File: src/design/cart_pkg.sv
// ~~~~~~~~~~~~~~~~~~~~~~~~~~~~~~~~~~~~~~~~~~~~~~~~~~~~~~~~~~~~~~~~~~~~~~
// Shared widths, hotspot map, scheme encoding and bus structs for the
// cartridge bank-switching mapper. Referenced by scoped name only.
// ~~~~~~~~~~~~~~~~~~~~~~~~~~~~~~~~~~~~~~~~~~~~~~~~~~~~~~~~~~~~~~~~~~~~~~

`default_nettype none

package cart_pkg;

	// Bus and bank widths
	localparam int CPU_ADDR_W = 13;
	localparam int ROM_ADDR_W = 19;
	localparam int RAM_ADDR_W = 11;
	localparam int BANK_W     = 3;

	// Switchable E0 slices, the fourth slice is fixed
	localparam logic [1:0] SLICE_COUNT = 2'd3;

	// First hotspot of each standard scheme
	localparam logic [CPU_ADDR_W-1:0] HOT_F8_FIRST = 13'h1FF8;
	localparam logic [CPU_ADDR_W-1:0] HOT_F6_FIRST = 13'h1FF6;
	localparam logic [CPU_ADDR_W-1:0] HOT_F4_FIRST = 13'h1FF4;

	// Bank counts, one bit wider than a bank number so 8 fits
	localparam logic [BANK_W:0] F8_BANKS = 4'd2;
	localparam logic [BANK_W:0] F6_BANKS = 4'd4;
	localparam logic [BANK_W:0] F4_BANKS = 4'd8;

	localparam logic [BANK_W-1:0] F8_RESET_BANK = 3'd1;

	// E0 hotspots, slot in bits 4:3 and bank in bits 2:0
	localparam logic [CPU_ADDR_W-1:0] E0_HOT_FIRST = 13'h1FE0;
	localparam logic [CPU_ADDR_W-1:0] E0_HOT_LAST  = 13'h1FF7;
	localparam logic [BANK_W-1:0]     E0_FIXED_BANK = 3'd7;

	// Superchip ports, 128 bytes each
	localparam logic [CPU_ADDR_W-1:0] SC_WRITE_BASE = 13'h1000;
	localparam logic [CPU_ADDR_W-1:0] SC_READ_BASE  = 13'h1080;
	localparam int                    SC_PORT_W     = 7;

	// Bank-write slot 0 is the main bank, slots 1 to 3 are E0 slices 0 to 2
	localparam logic [1:0] SLOT_MAIN = 2'd0;

	typedef enum logic [2:0] {
		SCHEME_4K = 3'd0,
		SCHEME_F8 = 3'd1,
		SCHEME_F6 = 3'd2,
		SCHEME_F4 = 3'd3,
		SCHEME_E0 = 3'd4
	} mapper_scheme_e;

	typedef struct packed {
		logic              valid;
		logic [1:0]        slot;
		logic [BANK_W-1:0] bank;
	} bank_write_t;

	typedef struct packed {
		logic [BANK_W-1:0] main_bank;
		logic [BANK_W-1:0] slice0;
		logic [BANK_W-1:0] slice1;
		logic [BANK_W-1:0] slice2;
	} bank_state_t;

	typedef struct packed {
		logic                  sel;
		logic                  rw;     // 1 is a read
		logic [RAM_ADDR_W-1:0] addr;
	} ram_port_t;

endpackage

`default_nettype wire

File: src/design/hotspot_decoder.sv
// ~~~~~~~~~~~~~~~~~~~~~~~~~~~~~~~~~~~~~~~~~~~~~~~~~~~~~~~~~~~~~~~~~~~~~~
// Combinational hotspot decoder. Turns a bus access marked by a_change
// into a one-cycle bank-write request for the selected scheme.
// ~~~~~~~~~~~~~~~~~~~~~~~~~~~~~~~~~~~~~~~~~~~~~~~~~~~~~~~~~~~~~~~~~~~~~~

`timescale 1ns/100ps
`default_nettype none

module hotspot_decoder (
	input  wire logic [cart_pkg::CPU_ADDR_W-1:0] a_in,
	input  wire logic                            a_change,
	input  wire cart_pkg::mapper_scheme_e        scheme,
	output cart_pkg::bank_write_t                bank_write
);

	logic [cart_pkg::CPU_ADDR_W-1:0] hot_first;
	logic [cart_pkg::BANK_W:0]       hot_count;
	logic                            std_scheme;
	logic [cart_pkg::CPU_ADDR_W-1:0] offset;
	logic                            std_hit;
	logic                            e0_hit;

	// Hotspot window of the standard schemes
	always_comb begin
		hot_first  = cart_pkg::HOT_F8_FIRST;
		hot_count  = cart_pkg::F8_BANKS;
		std_scheme = 1'b0;
		case (scheme)
			cart_pkg::SCHEME_F8: begin
				hot_first  = cart_pkg::HOT_F8_FIRST;
				hot_count  = cart_pkg::F8_BANKS;
				std_scheme = 1'b1;
			end
			cart_pkg::SCHEME_F6: begin
				hot_first  = cart_pkg::HOT_F6_FIRST;
				hot_count  = cart_pkg::F6_BANKS;
				std_scheme = 1'b1;
			end
			cart_pkg::SCHEME_F4: begin
				hot_first  = cart_pkg::HOT_F4_FIRST;
				hot_count  = cart_pkg::F4_BANKS;
				std_scheme = 1'b1;
			end
			default: begin
				std_scheme = 1'b0;
			end
		endcase
	end

	// Offset from the first hotspot is the bank number
	assign offset = a_in - hot_first;

	assign std_hit = std_scheme && (a_in >= hot_first)
		&& (offset[cart_pkg::CPU_ADDR_W-1:cart_pkg::BANK_W+1] == '0)
		&& (offset[cart_pkg::BANK_W:0] < hot_count);

	assign e0_hit = (scheme == cart_pkg::SCHEME_E0)
		&& (a_in >= cart_pkg::E0_HOT_FIRST) && (a_in <= cart_pkg::E0_HOT_LAST)
		&& (a_in[4:3] < cart_pkg::SLICE_COUNT);

	always_comb begin
		bank_write = '0;
		if (a_change) begin
			if (std_hit) begin
				bank_write.valid = 1'b1;
				bank_write.slot  = cart_pkg::SLOT_MAIN;
				bank_write.bank  = offset[cart_pkg::BANK_W-1:0];
			end else if (e0_hit) begin
				bank_write.valid = 1'b1;
				// Slices sit one above the main bank slot
				bank_write.slot  = a_in[4:3] + 2'd1;
				bank_write.bank  = a_in[2:0];
			end
		end
	end

endmodule

`default_nettype wire

File: src/design/bank_registers.sv
// ~~~~~~~~~~~~~~~~~~~~~~~~~~~~~~~~~~~~~~~~~~~~~~~~~~~~~~~~~~~~~~~~~~~~~~
// Bank register file. Holds the main bank and the three E0 slices and
// applies decoder requests on the next rising edge.
// ~~~~~~~~~~~~~~~~~~~~~~~~~~~~~~~~~~~~~~~~~~~~~~~~~~~~~~~~~~~~~~~~~~~~~~

`timescale 1ns/100ps
`default_nettype none

module bank_registers (
	input  wire logic                     clk,
	input  wire logic                     reset,
	input  wire cart_pkg::mapper_scheme_e scheme,
	input  wire cart_pkg::bank_write_t    bank_write,
	output cart_pkg::bank_state_t         bank_state
);

	cart_pkg::bank_state_t banks;
	logic [cart_pkg::BANK_W-1:0] reset_bank;

	// F8 powers up in its upper bank
	assign reset_bank = (scheme == cart_pkg::SCHEME_F8) ?
		cart_pkg::F8_RESET_BANK : '0;

	always_ff @(posedge clk) begin
		if (reset) begin
			banks.main_bank <= reset_bank;
			banks.slice0    <= '0;
			banks.slice1    <= '0;
			banks.slice2    <= '0;
		end else if (bank_write.valid) begin
			case (bank_write.slot)
				cart_pkg::SLOT_MAIN: begin
					banks.main_bank <= bank_write.bank;
				end
				2'd1: begin
					banks.slice0 <= bank_write.bank;
				end
				2'd2: begin
					banks.slice1 <= bank_write.bank;
				end
				default: begin
					banks.slice2 <= bank_write.bank;
				end
			endcase
		end
	end

	assign bank_state = banks;

endmodule

`default_nettype wire

File: src/design/address_composer.sv
// ~~~~~~~~~~~~~~~~~~~~~~~~~~~~~~~~~~~~~~~~~~~~~~~~~~~~~~~~~~~~~~~~~~~~~~
// Combinational address composer. Builds the ROM address from the bus
// address and bank state, decodes the Superchip RAM ports and data_oe.
// ~~~~~~~~~~~~~~~~~~~~~~~~~~~~~~~~~~~~~~~~~~~~~~~~~~~~~~~~~~~~~~~~~~~~~~

`timescale 1ns/100ps
`default_nettype none

module address_composer (
	input  wire logic [cart_pkg::CPU_ADDR_W-1:0] a_in,
	input  wire logic                            sc,
	input  wire cart_pkg::mapper_scheme_e        scheme,
	input  wire cart_pkg::bank_state_t           bank_state,
	output logic [cart_pkg::ROM_ADDR_W-1:0]      rom_a,
	output cart_pkg::ram_port_t                  ram,
	output logic                                 data_oe
);

	localparam int STD_PAD = cart_pkg::ROM_ADDR_W - cart_pkg::BANK_W - 12;
	localparam int E0_PAD  = cart_pkg::ROM_ADDR_W - cart_pkg::BANK_W - 10;
	localparam int RAM_PAD = cart_pkg::RAM_ADDR_W - cart_pkg::SC_PORT_W;

	logic [cart_pkg::BANK_W-1:0] std_bank;
	logic [cart_pkg::BANK_W-1:0] e0_bank;
	logic                        in_wr_port;
	logic                        in_rd_port;
	logic                        ram_sel;

	// Plain 4K sits in bank 0
	assign std_bank = (scheme == cart_pkg::SCHEME_4K) ? '0 : bank_state.main_bank;

	// 1K slice chosen by bits 11:10
	always_comb begin
		case (a_in[11:10])
			2'd0:    e0_bank = bank_state.slice0;
			2'd1:    e0_bank = bank_state.slice1;
			2'd2:    e0_bank = bank_state.slice2;
			default: e0_bank = cart_pkg::E0_FIXED_BANK;
		endcase
	end

	always_comb begin
		if (scheme == cart_pkg::SCHEME_E0) begin
			rom_a = {{E0_PAD{1'b0}}, e0_bank, a_in[9:0]};
		end else begin
			rom_a = {{STD_PAD{1'b0}}, std_bank, a_in[11:0]};
		end
	end

	// Superchip ports occupy the first 256 bytes of the window
	assign in_wr_port = a_in[cart_pkg::CPU_ADDR_W-1:cart_pkg::SC_PORT_W]
		== cart_pkg::SC_WRITE_BASE[cart_pkg::CPU_ADDR_W-1:cart_pkg::SC_PORT_W];
	assign in_rd_port = a_in[cart_pkg::CPU_ADDR_W-1:cart_pkg::SC_PORT_W]
		== cart_pkg::SC_READ_BASE[cart_pkg::CPU_ADDR_W-1:cart_pkg::SC_PORT_W];

	assign ram_sel = sc && (in_wr_port || in_rd_port);

	always_comb begin
		ram.sel  = ram_sel;
		ram.rw   = !(ram_sel && in_wr_port);
		ram.addr = ram_sel ? {{RAM_PAD{1'b0}}, a_in[cart_pkg::SC_PORT_W-1:0]} : '0;
	end

	// Release the data bus while the RAM is being written
	assign data_oe = a_in[12] && !(ram.sel && !ram.rw);

endmodule

`default_nettype wire

File: src/design/cart_mapper.sv
// ~~~~~~~~~~~~~~~~~~~~~~~~~~~~~~~~~~~~~~~~~~~~~~~~~~~~~~~~~~~~~~~~~~~~~~
// Cartridge mapper top level. The decoder feeds the bank registers,
// which feed the address composer. Scheme changes only under reset.
// ~~~~~~~~~~~~~~~~~~~~~~~~~~~~~~~~~~~~~~~~~~~~~~~~~~~~~~~~~~~~~~~~~~~~~~

`timescale 1ns/100ps
`default_nettype none

module cart_mapper (
	input  wire logic                            clk,
	input  wire logic                            reset,
	input  wire cart_pkg::mapper_scheme_e        scheme,
	input  wire logic                            sc,
	input  wire logic [cart_pkg::CPU_ADDR_W-1:0] a_in,
	input  wire logic                            a_change,
	output logic [cart_pkg::ROM_ADDR_W-1:0]      rom_a,
	output cart_pkg::ram_port_t                  ram,
	output logic                                 data_oe
);

	cart_pkg::bank_write_t bank_write;
	cart_pkg::bank_state_t bank_state;

	hotspot_decoder i_hotspot_decoder (
		.a_in       (a_in),
		.a_change   (a_change),
		.scheme     (scheme),
		.bank_write (bank_write)
	);

	bank_registers i_bank_registers (
		.clk        (clk),
		.reset      (reset),
		.scheme     (scheme),
		.bank_write (bank_write),
		.bank_state (bank_state)
	);

	address_composer i_address_composer (
		.a_in       (a_in),
		.sc         (sc),
		.scheme     (scheme),
		.bank_state (bank_state),
		.rom_a      (rom_a),
		.ram        (ram),
		.data_oe    (data_oe)
	);

endmodule

`default_nettype wire

File: config.mk
export PLATFORM = sky130hd
export DESIGN_NAME = cart_mapper
export DESIGN_NICKNAME = d
export VERILOG_FILES = /design/src/design/cart_pkg.sv /design/src/design/hotspot_decoder.sv /design/src/design/bank_registers.sv /design/src/design/address_composer.sv /design/src/design/cart_mapper.sv
export SDC_FILE = /design/constraint.sdc
export NUM_CORES = 1
export LEC_CHECK = 0
export ABC_CLOCK_PERIOD_IN_PS = 6100
export BUFFER_PORTS_ARGS = -buffer_cell sky130_fd_sc_hd__buf_2
export CORE_MARGIN = 5
export CORE_UTILIZATION = 24
export DETAILED_ROUTE_END_ITERATION = 12
export SLEW_MARGIN = 20
export SYNTH_ARGS = -nofsm -noshare
export SYNTH_HDL_FRONTEND = slang
export SYNTH_HIERARCHICAL = 1
export SYNTH_SLANG_ARGS = --single-unit
File: constraint.sdc
create_clock -name clk -period 6.1 [get_ports clk]
set_input_delay 1.525 -clock clk [delete_from_list [all_inputs] [get_ports clk]]
set_output_delay 1.525 -clock clk [all_outputs]
set_load 0.05 [all_outputs]
==> impl_metrics.csv, run 1 <==
group,metric,value,unit
run_status,status,"completed",
grt,globalRouteTotalUtil,8.84,%
clock_tree,tritoncts,"done",
clock_tree,cts_hold_buffers,0,
finish,num-fill-cells,607,
clock_tree,htreeDepth,1,
sta,finalMaxSlewViolations,0,
sta,timing.final.hold_violations,0,
worst_setup_path,critPathTopFamily,"simple AND/OR/NAND/NOR gates",
finish,fin_nets,215,
finish,multi_input_comb_area,861,um^2
logic_synthesis,postSynthAreaPerCell,8.68,um^2
die,floorplan.die.width,84.1,um
pwr,ir_drop,0.0000624,V
die,row_count,27,
grt,antenna_violations_before_repair,0,
placement,finalWeightedCongestion,0.820,
worst_setup_path,cp.arrival,4.46,ns
route,route.final.wire_length,3180,um
worst_setup_path,worst_path_buf_inv,3,
logic_synthesis,yosys_warnings,6,
route,wire_per_inst,12.4,um
worst_setup_path,critical-path-slowest-cell,"sky130_fd_sc_hd__fa_1",
die,start_util,24.2,%
logic_synthesis,flops_latches_synth,12,
clock_tree,post_cts.repair.setup_buffers,0,
worst_setup_path,timing_worst_setup_path_type,"in2reg",
run,max-cap-violations,0,
finish,antenna-diode-count,0,
logic_synthesis,post_synth_inst_count,152,
worst_hold_path,holdCritPathClass,"reg2reg",
worst_setup_path,crit_path_max_fo,8,
finish,finalNonFillerCells,257,
grt,vias_in_the_first_global_route,1074,
sta,final.setup.tns,0,ns
placement,dp_cells,253,
clock_tree,clock-sinks,12,
finish,post-route-util,28.0,%
pwr,total_leakage_power,0.000723,uW
finish,layout_common_cells,"sky130_fd_sc_hd__buf_2 (44), sky130_fd_sc_hd__inv_1 (10), sky130_fd_sc_hd__mux2i_1 (9), sky130_fd_sc_hd__dfxtp_1 (9)",
clock_tree,cts-root-to-sink-buffers,2,
placement,io_buffers,44,
grt,grt_start_max_net_pins,18,
clock_tree,clkTransAtPathRegs,0.05,ns
logic_synthesis,mappedNetlistArea,0.00132,mm^2
finish,register_area,270,um^2
die,die_h,84.1,um
logic_synthesis,asyncSetResetFlopFracSynth,0,%
sta,final_critical_path_setup_slack,1.63,ns
finish,mostFrequentLayoutCell,"sky130_fd_sc_hd__buf_2",
sta,fin_worst_skew,0,ns
route,dr.pass1.iters,4,
worst_setup_path,timing.critical_path.to_type,"flop",
logic_synthesis,post_synth_num_cell_types,43,
die,io_pins,53,
sta,timing.final.setup_violations,0,
grt,global_route_wire_length_before_repair,5150,um
logic_synthesis,post_synth_edffs,3,
worst_setup_path,cp_cell_sequence,"buf_2 > nor2b_1 > inv_1 > nor2_1 > ha_1 > fa_1 > inv_1 > ha_1 > o21ai_0 > o22ai_1 > nor3_4 > or2_1 > nor3b_1 > or2_2",
route,detail_route.vias_per_cell,4.28,
worst_setup_path,required,6.09,ns
route,ant_nets,0,
sta,rsz_0062_raised_after_global_routing,"no",
clock_tree,cts_inserted_buffers,3,
sta,period_minus_slack,4.47,ns
route,drc,0,
logic_synthesis,synth_top_flop_cell,"sky130_fd_sc_hd__dfxtp_1",
sta,max_clock_freq,224,MHz
clock_tree,root_buffer,"sky130_fd_sc_hd__clkbuf_8",
placement,placement.setup.worst_slack,1.40,ns
finish,syn_to_final_growth,15.6,%
clock_tree,cts_repair_resize_count,0,
route,drt-initial-drc-count,61,
logic_synthesis,sequential_area_share_after_synthesis,20.5,%
route,route.vias.total,1100,
worst_setup_path,cpPeakStageDelay,0.44,ns
finish,drive_gt1_share,35.7,%
finish,largest_register_ff_count,12,
sta,post-route-period-util,73.3,%
worst_setup_path,critical_path.startpoint_type,"primary input",
die,core_area,0.00544,mm^2
pwr,power_per_standard_cell_area,157,mW/mm^2
clock_tree,clock_latency_reported_for_the_late_side_of_the_worst_skew_pair,0.23,ns
placement,hpwl,2630,um
grt,gr-total-overflow,0,
die,design.die.area,0.00708,mm^2
[stage by stage]
stage               instance area, um^2  hold slack [ns]  power [uW]
finish                             1520            0.473         239
global route                       1520            0.500         253
CTS                                1520            0.479         242
detailed placement                 1480            0.470         169
global placement                   1480            0.459         168
floorplan                          1350            0.446         153
[cells by family (layout without fill, tap and decap cells)]
family / after synthesis / after routing / synth area share (%)
AOI/OAI and AO/OA: 19 / 19 / 10.1
xor gates and xnor gates: 1 / 1 / 0.664
DFF: 12 / 12 / 20.5
buffers and inverters: 32 / 58 / 16.2
other: 1 / 8 / 0.284
adders and majority gates: 9 / 9 / 9.11
and+or+nand+nor: 68 / 68 / 35.5
muxes: 10 / 10 / 7.69
[worst paths after layout]
path | startpoint | endpoint | slack (ns) | cells past startpoint
max | scheme[1] | i_bank_registers/bank_state[11] | 1.63 | 14
min reg2reg | i_bank_registers/bank_state[8] | i_bank_registers/bank_state[8] | 0.47 | 2
min | i_bank_registers/bank_state[8] | i_bank_registers/bank_state[8] | 0.47 | 2
max reg2reg | i_bank_registers/bank_state[6] | i_bank_registers/bank_state[6] | 5.39 | 2
[area by class of cell]
type                    instances  share of cell area [%]
clock buffers                   3                    2.71
clock inverters                 1                   0.246
inverters                      10                    2.46
multi-input cells             115                    56.5
flip-flops and latches         12                    17.7
well taps                      72                    5.91
repair buffers                 44                    14.4
[routing by layer]
| layer | vias to the layer above | share of wire, % | GRT usage (%) |
|---|---|---|---|
| li1 | 560 | - | - |
| met1 | 502 | 45 | 11.5 |
| met2 | 36 | 48 | 15.2 |
| met3 | 2 | 5.6 | 1.97 |
| met4 | 0 | 0.66 | 1.32 |
| met5 | - | 0 | 0 |
[synth_stat cells (4+ instances only)]
cell,n,area (um^2)
sky130_fd_sc_hd__mux2i_1,9,90.1
sky130_fd_sc_hd__nor2_1,5,18.8
sky130_fd_sc_hd__nor3_1,4,20.0
sky130_fd_sc_hd__inv_1,10,37.5
sky130_fd_sc_hd__nand4_1,4,25.0
sky130_fd_sc_hd__and2_1,4,25.0
sky130_fd_sc_hd__dfxtp_1,9,180
sky130_fd_sc_hd__nand2b_1,8,50.1
sky130_fd_sc_hd__ha_1,8,100
sky130_fd_sc_hd__nand2_1,5,18.8
sky130_fd_sc_hd__and2_2,7,52.6
sky130_fd_sc_hd__a21oi_1,4,20.0
sky130_fd_sc_hd__or2b_1,5,37.5
sky130_fd_sc_hd__buf_4,19,143
[worst reg2reg max path: stages, from the launching register on]
cell                      delay, ns
sky130_fd_sc_hd__dfxtp_1       0.31
sky130_fd_sc_hd__or2b_1        0.22
sky130_fd_sc_hd__mux2i_1       0.11
[power by group]
group | switching (uW) | internal (uW) | total [uW] | leakage [uW]
combinational | 61.3 | 22.9 | 84.2 | 0.000599
sequential | 0.282 | 82.7 | 83.0 | 0.000101
clock | 27.4 | 44.2 | 71.6 | 0.0000231
No activity file was read; power rests on OpenSTA's default activity.
==> run 2, diff against run 1 <==
- ABC_CLOCK_PERIOD_IN_PS: 6100 -> 4600
- clock period: 6.1 -> 4.6 ns (I/O delays scaled with it)
==> impl_metrics.csv, run 2 (synthesized netlist as in run 1, its figures left out) <==
group,metric,value,unit
placement,io_buffers,44,
run_status,status,"completed",
die,start_util,24.2,%
worst_setup_path,timing.critical_path.to_type,"flop",
route,detail_route.vias_per_cell,4.34,
placement,finalWeightedCongestion,0.775,
worst_setup_path,crit_path_max_fo,8,
die,io_pins,53,
route,route.vias.total,1119,
sta,timing.final.hold_violations,0,
clock_tree,htreeDepth,1,
sta,timing.final.setup_violations,0,
clock_tree,tritoncts,"done",
pwr,ir_drop,0.0000731,V
grt,global_route_wire_length_before_repair,5080,um
worst_setup_path,critical_path.startpoint_type,"primary input",
sta,max_clock_freq,258,MHz
clock_tree,post_cts.repair.setup_buffers,0,
route,route.final.wire_length,3200,um
finish,drive_gt1_share,36.0,%
finish,largest_register_ff_count,12,
grt,antenna_violations_before_repair,0,
placement,hpwl,2670,um
die,design.die.area,0.00708,mm^2
grt,gr-total-overflow,0,
route,wire_per_inst,12.4,um
clock_tree,cts_hold_buffers,0,
sta,finalMaxSlewViolations,0,
die,floorplan.die.width,84.1,um
pwr,power_per_standard_cell_area,209,mW/mm^2
die,row_count,27,
finish,antenna-diode-count,0,
clock_tree,clock-sinks,12,
finish,mostFrequentLayoutCell,"sky130_fd_sc_hd__buf_2",
worst_setup_path,cp.arrival,3.86,ns
clock_tree,clkTransAtPathRegs,0.05,ns
finish,syn_to_final_growth,16.1,%
pwr,total_leakage_power,0.000728,uW
clock_tree,cts_repair_resize_count,0,
grt,globalRouteTotalUtil,8.69,%
finish,post-route-util,28.2,%
sta,final.setup.tns,0,ns
clock_tree,root_buffer,"sky130_fd_sc_hd__clkbuf_8",
clock_tree,cts-root-to-sink-buffers,2,
sta,period_minus_slack,3.87,ns
route,drc,0,
grt,vias_in_the_first_global_route,1061,
sta,post-route-period-util,84.2,%
route,ant_nets,0,
worst_hold_path,holdCritPathClass,"reg2reg",
finish,layout_common_cells,"sky130_fd_sc_hd__buf_2 (44), sky130_fd_sc_hd__inv_1 (10), sky130_fd_sc_hd__mux2i_1 (9), sky130_fd_sc_hd__dfxtp_1 (9)",
die,die_h,84.1,um
route,drt-initial-drc-count,58,
die,core_area,0.00544,mm^2
worst_setup_path,timing_worst_setup_path_type,"in2reg",
sta,fin_worst_skew,0,ns
sta,rsz_0062_raised_after_global_routing,"no",
route,dr.pass1.iters,4,
grt,grt_start_max_net_pins,18,
worst_setup_path,required,4.59,ns
finish,fin_nets,216,
clock_tree,cts_inserted_buffers,3,
run,max-cap-violations,0,
clock_tree,clock_latency_reported_for_the_late_side_of_the_worst_skew_pair,0.23,ns
[run 2: layout make-up]
| cell class | count | area, um^2 |
|---|---|---|
| well taps | 72 | 90.1 |
| flip-flops and latches | 12 | 270 |
| fillers | 603 | 3910 |
| repair buffers | 45 | 228 |
| inverters | 10 | 37.5 |
| clock buffers | 4 | 45.0 |
| multi-input cells | 115 | 861 |
[run 2: path summary, 6_finish.rpt]
| path | start | end | slack, ns | cells after the start |
|---|---|---|---|---|
| worst min-delay path | i_bank_registers/bank_state[8] | i_bank_registers/bank_state[8] | 0.47 | 2 |
| worst max-delay path | scheme[1] | i_bank_registers/bank_state[10] | 0.73 | 14 |
| worst max register to register | i_bank_registers/bank_state[6] | i_bank_registers/bank_state[6] | 3.88 | 2 |
| worst min register to register | i_bank_registers/bank_state[8] | i_bank_registers/bank_state[8] | 0.47 | 2 |
[run 2: per-stage QoR]
stage               cells  cell area [um^2]  hold WS (ns)  setup slack, ns  power (uW)
floorplan             159              1350         0.446            0.724         204
global placement      254              1490         0.461            0.618         224
detailed placement    254              1490         0.468            0.504         225
CTS                   258              1530         0.477            0.743         324
global route          258              1530         0.495            0.499         336
finish                258              1530         0.473            0.728         320
[run 2: where the power goes]
| group | switching [uW] | total (uW) | internal [uW] |
|---|---|---|---|
| clock network | 37.0 | 97.9 | 60.9 |
| logic | 81.5 | 113 | 31.0 |
| registers | 0.366 | 110 | 110 |
[run 2: critical path, cell delays in order]
cell and delay (ns):
sky130_fd_sc_hd__buf_2 0.15, sky130_fd_sc_hd__nor2b_1 0.15, sky130_fd_sc_hd__inv_1 0.08, sky130_fd_sc_hd__nor2_1 0.06
sky130_fd_sc_hd__ha_1 0.20, sky130_fd_sc_hd__fa_1 0.44, sky130_fd_sc_hd__xnor2_1 0.17, sky130_fd_sc_hd__ha_1 0.27
sky130_fd_sc_hd__o21ai_0 0.08, sky130_fd_sc_hd__o22ai_1 0.27, sky130_fd_sc_hd__nor3_4 0.09, sky130_fd_sc_hd__or2_1 0.29
sky130_fd_sc_hd__nor3b_1 0.16, sky130_fd_sc_hd__or2_2 0.31
[run 2: per-layer routing]
metal	part of all wire (%)	track usage (%)	vias up
met1	44	11.0	506
met4	0.97	1.75	0
met5	0	0	-
li1	-	-	567
met2	48	15.5	42
met3	6.6	1.38	4
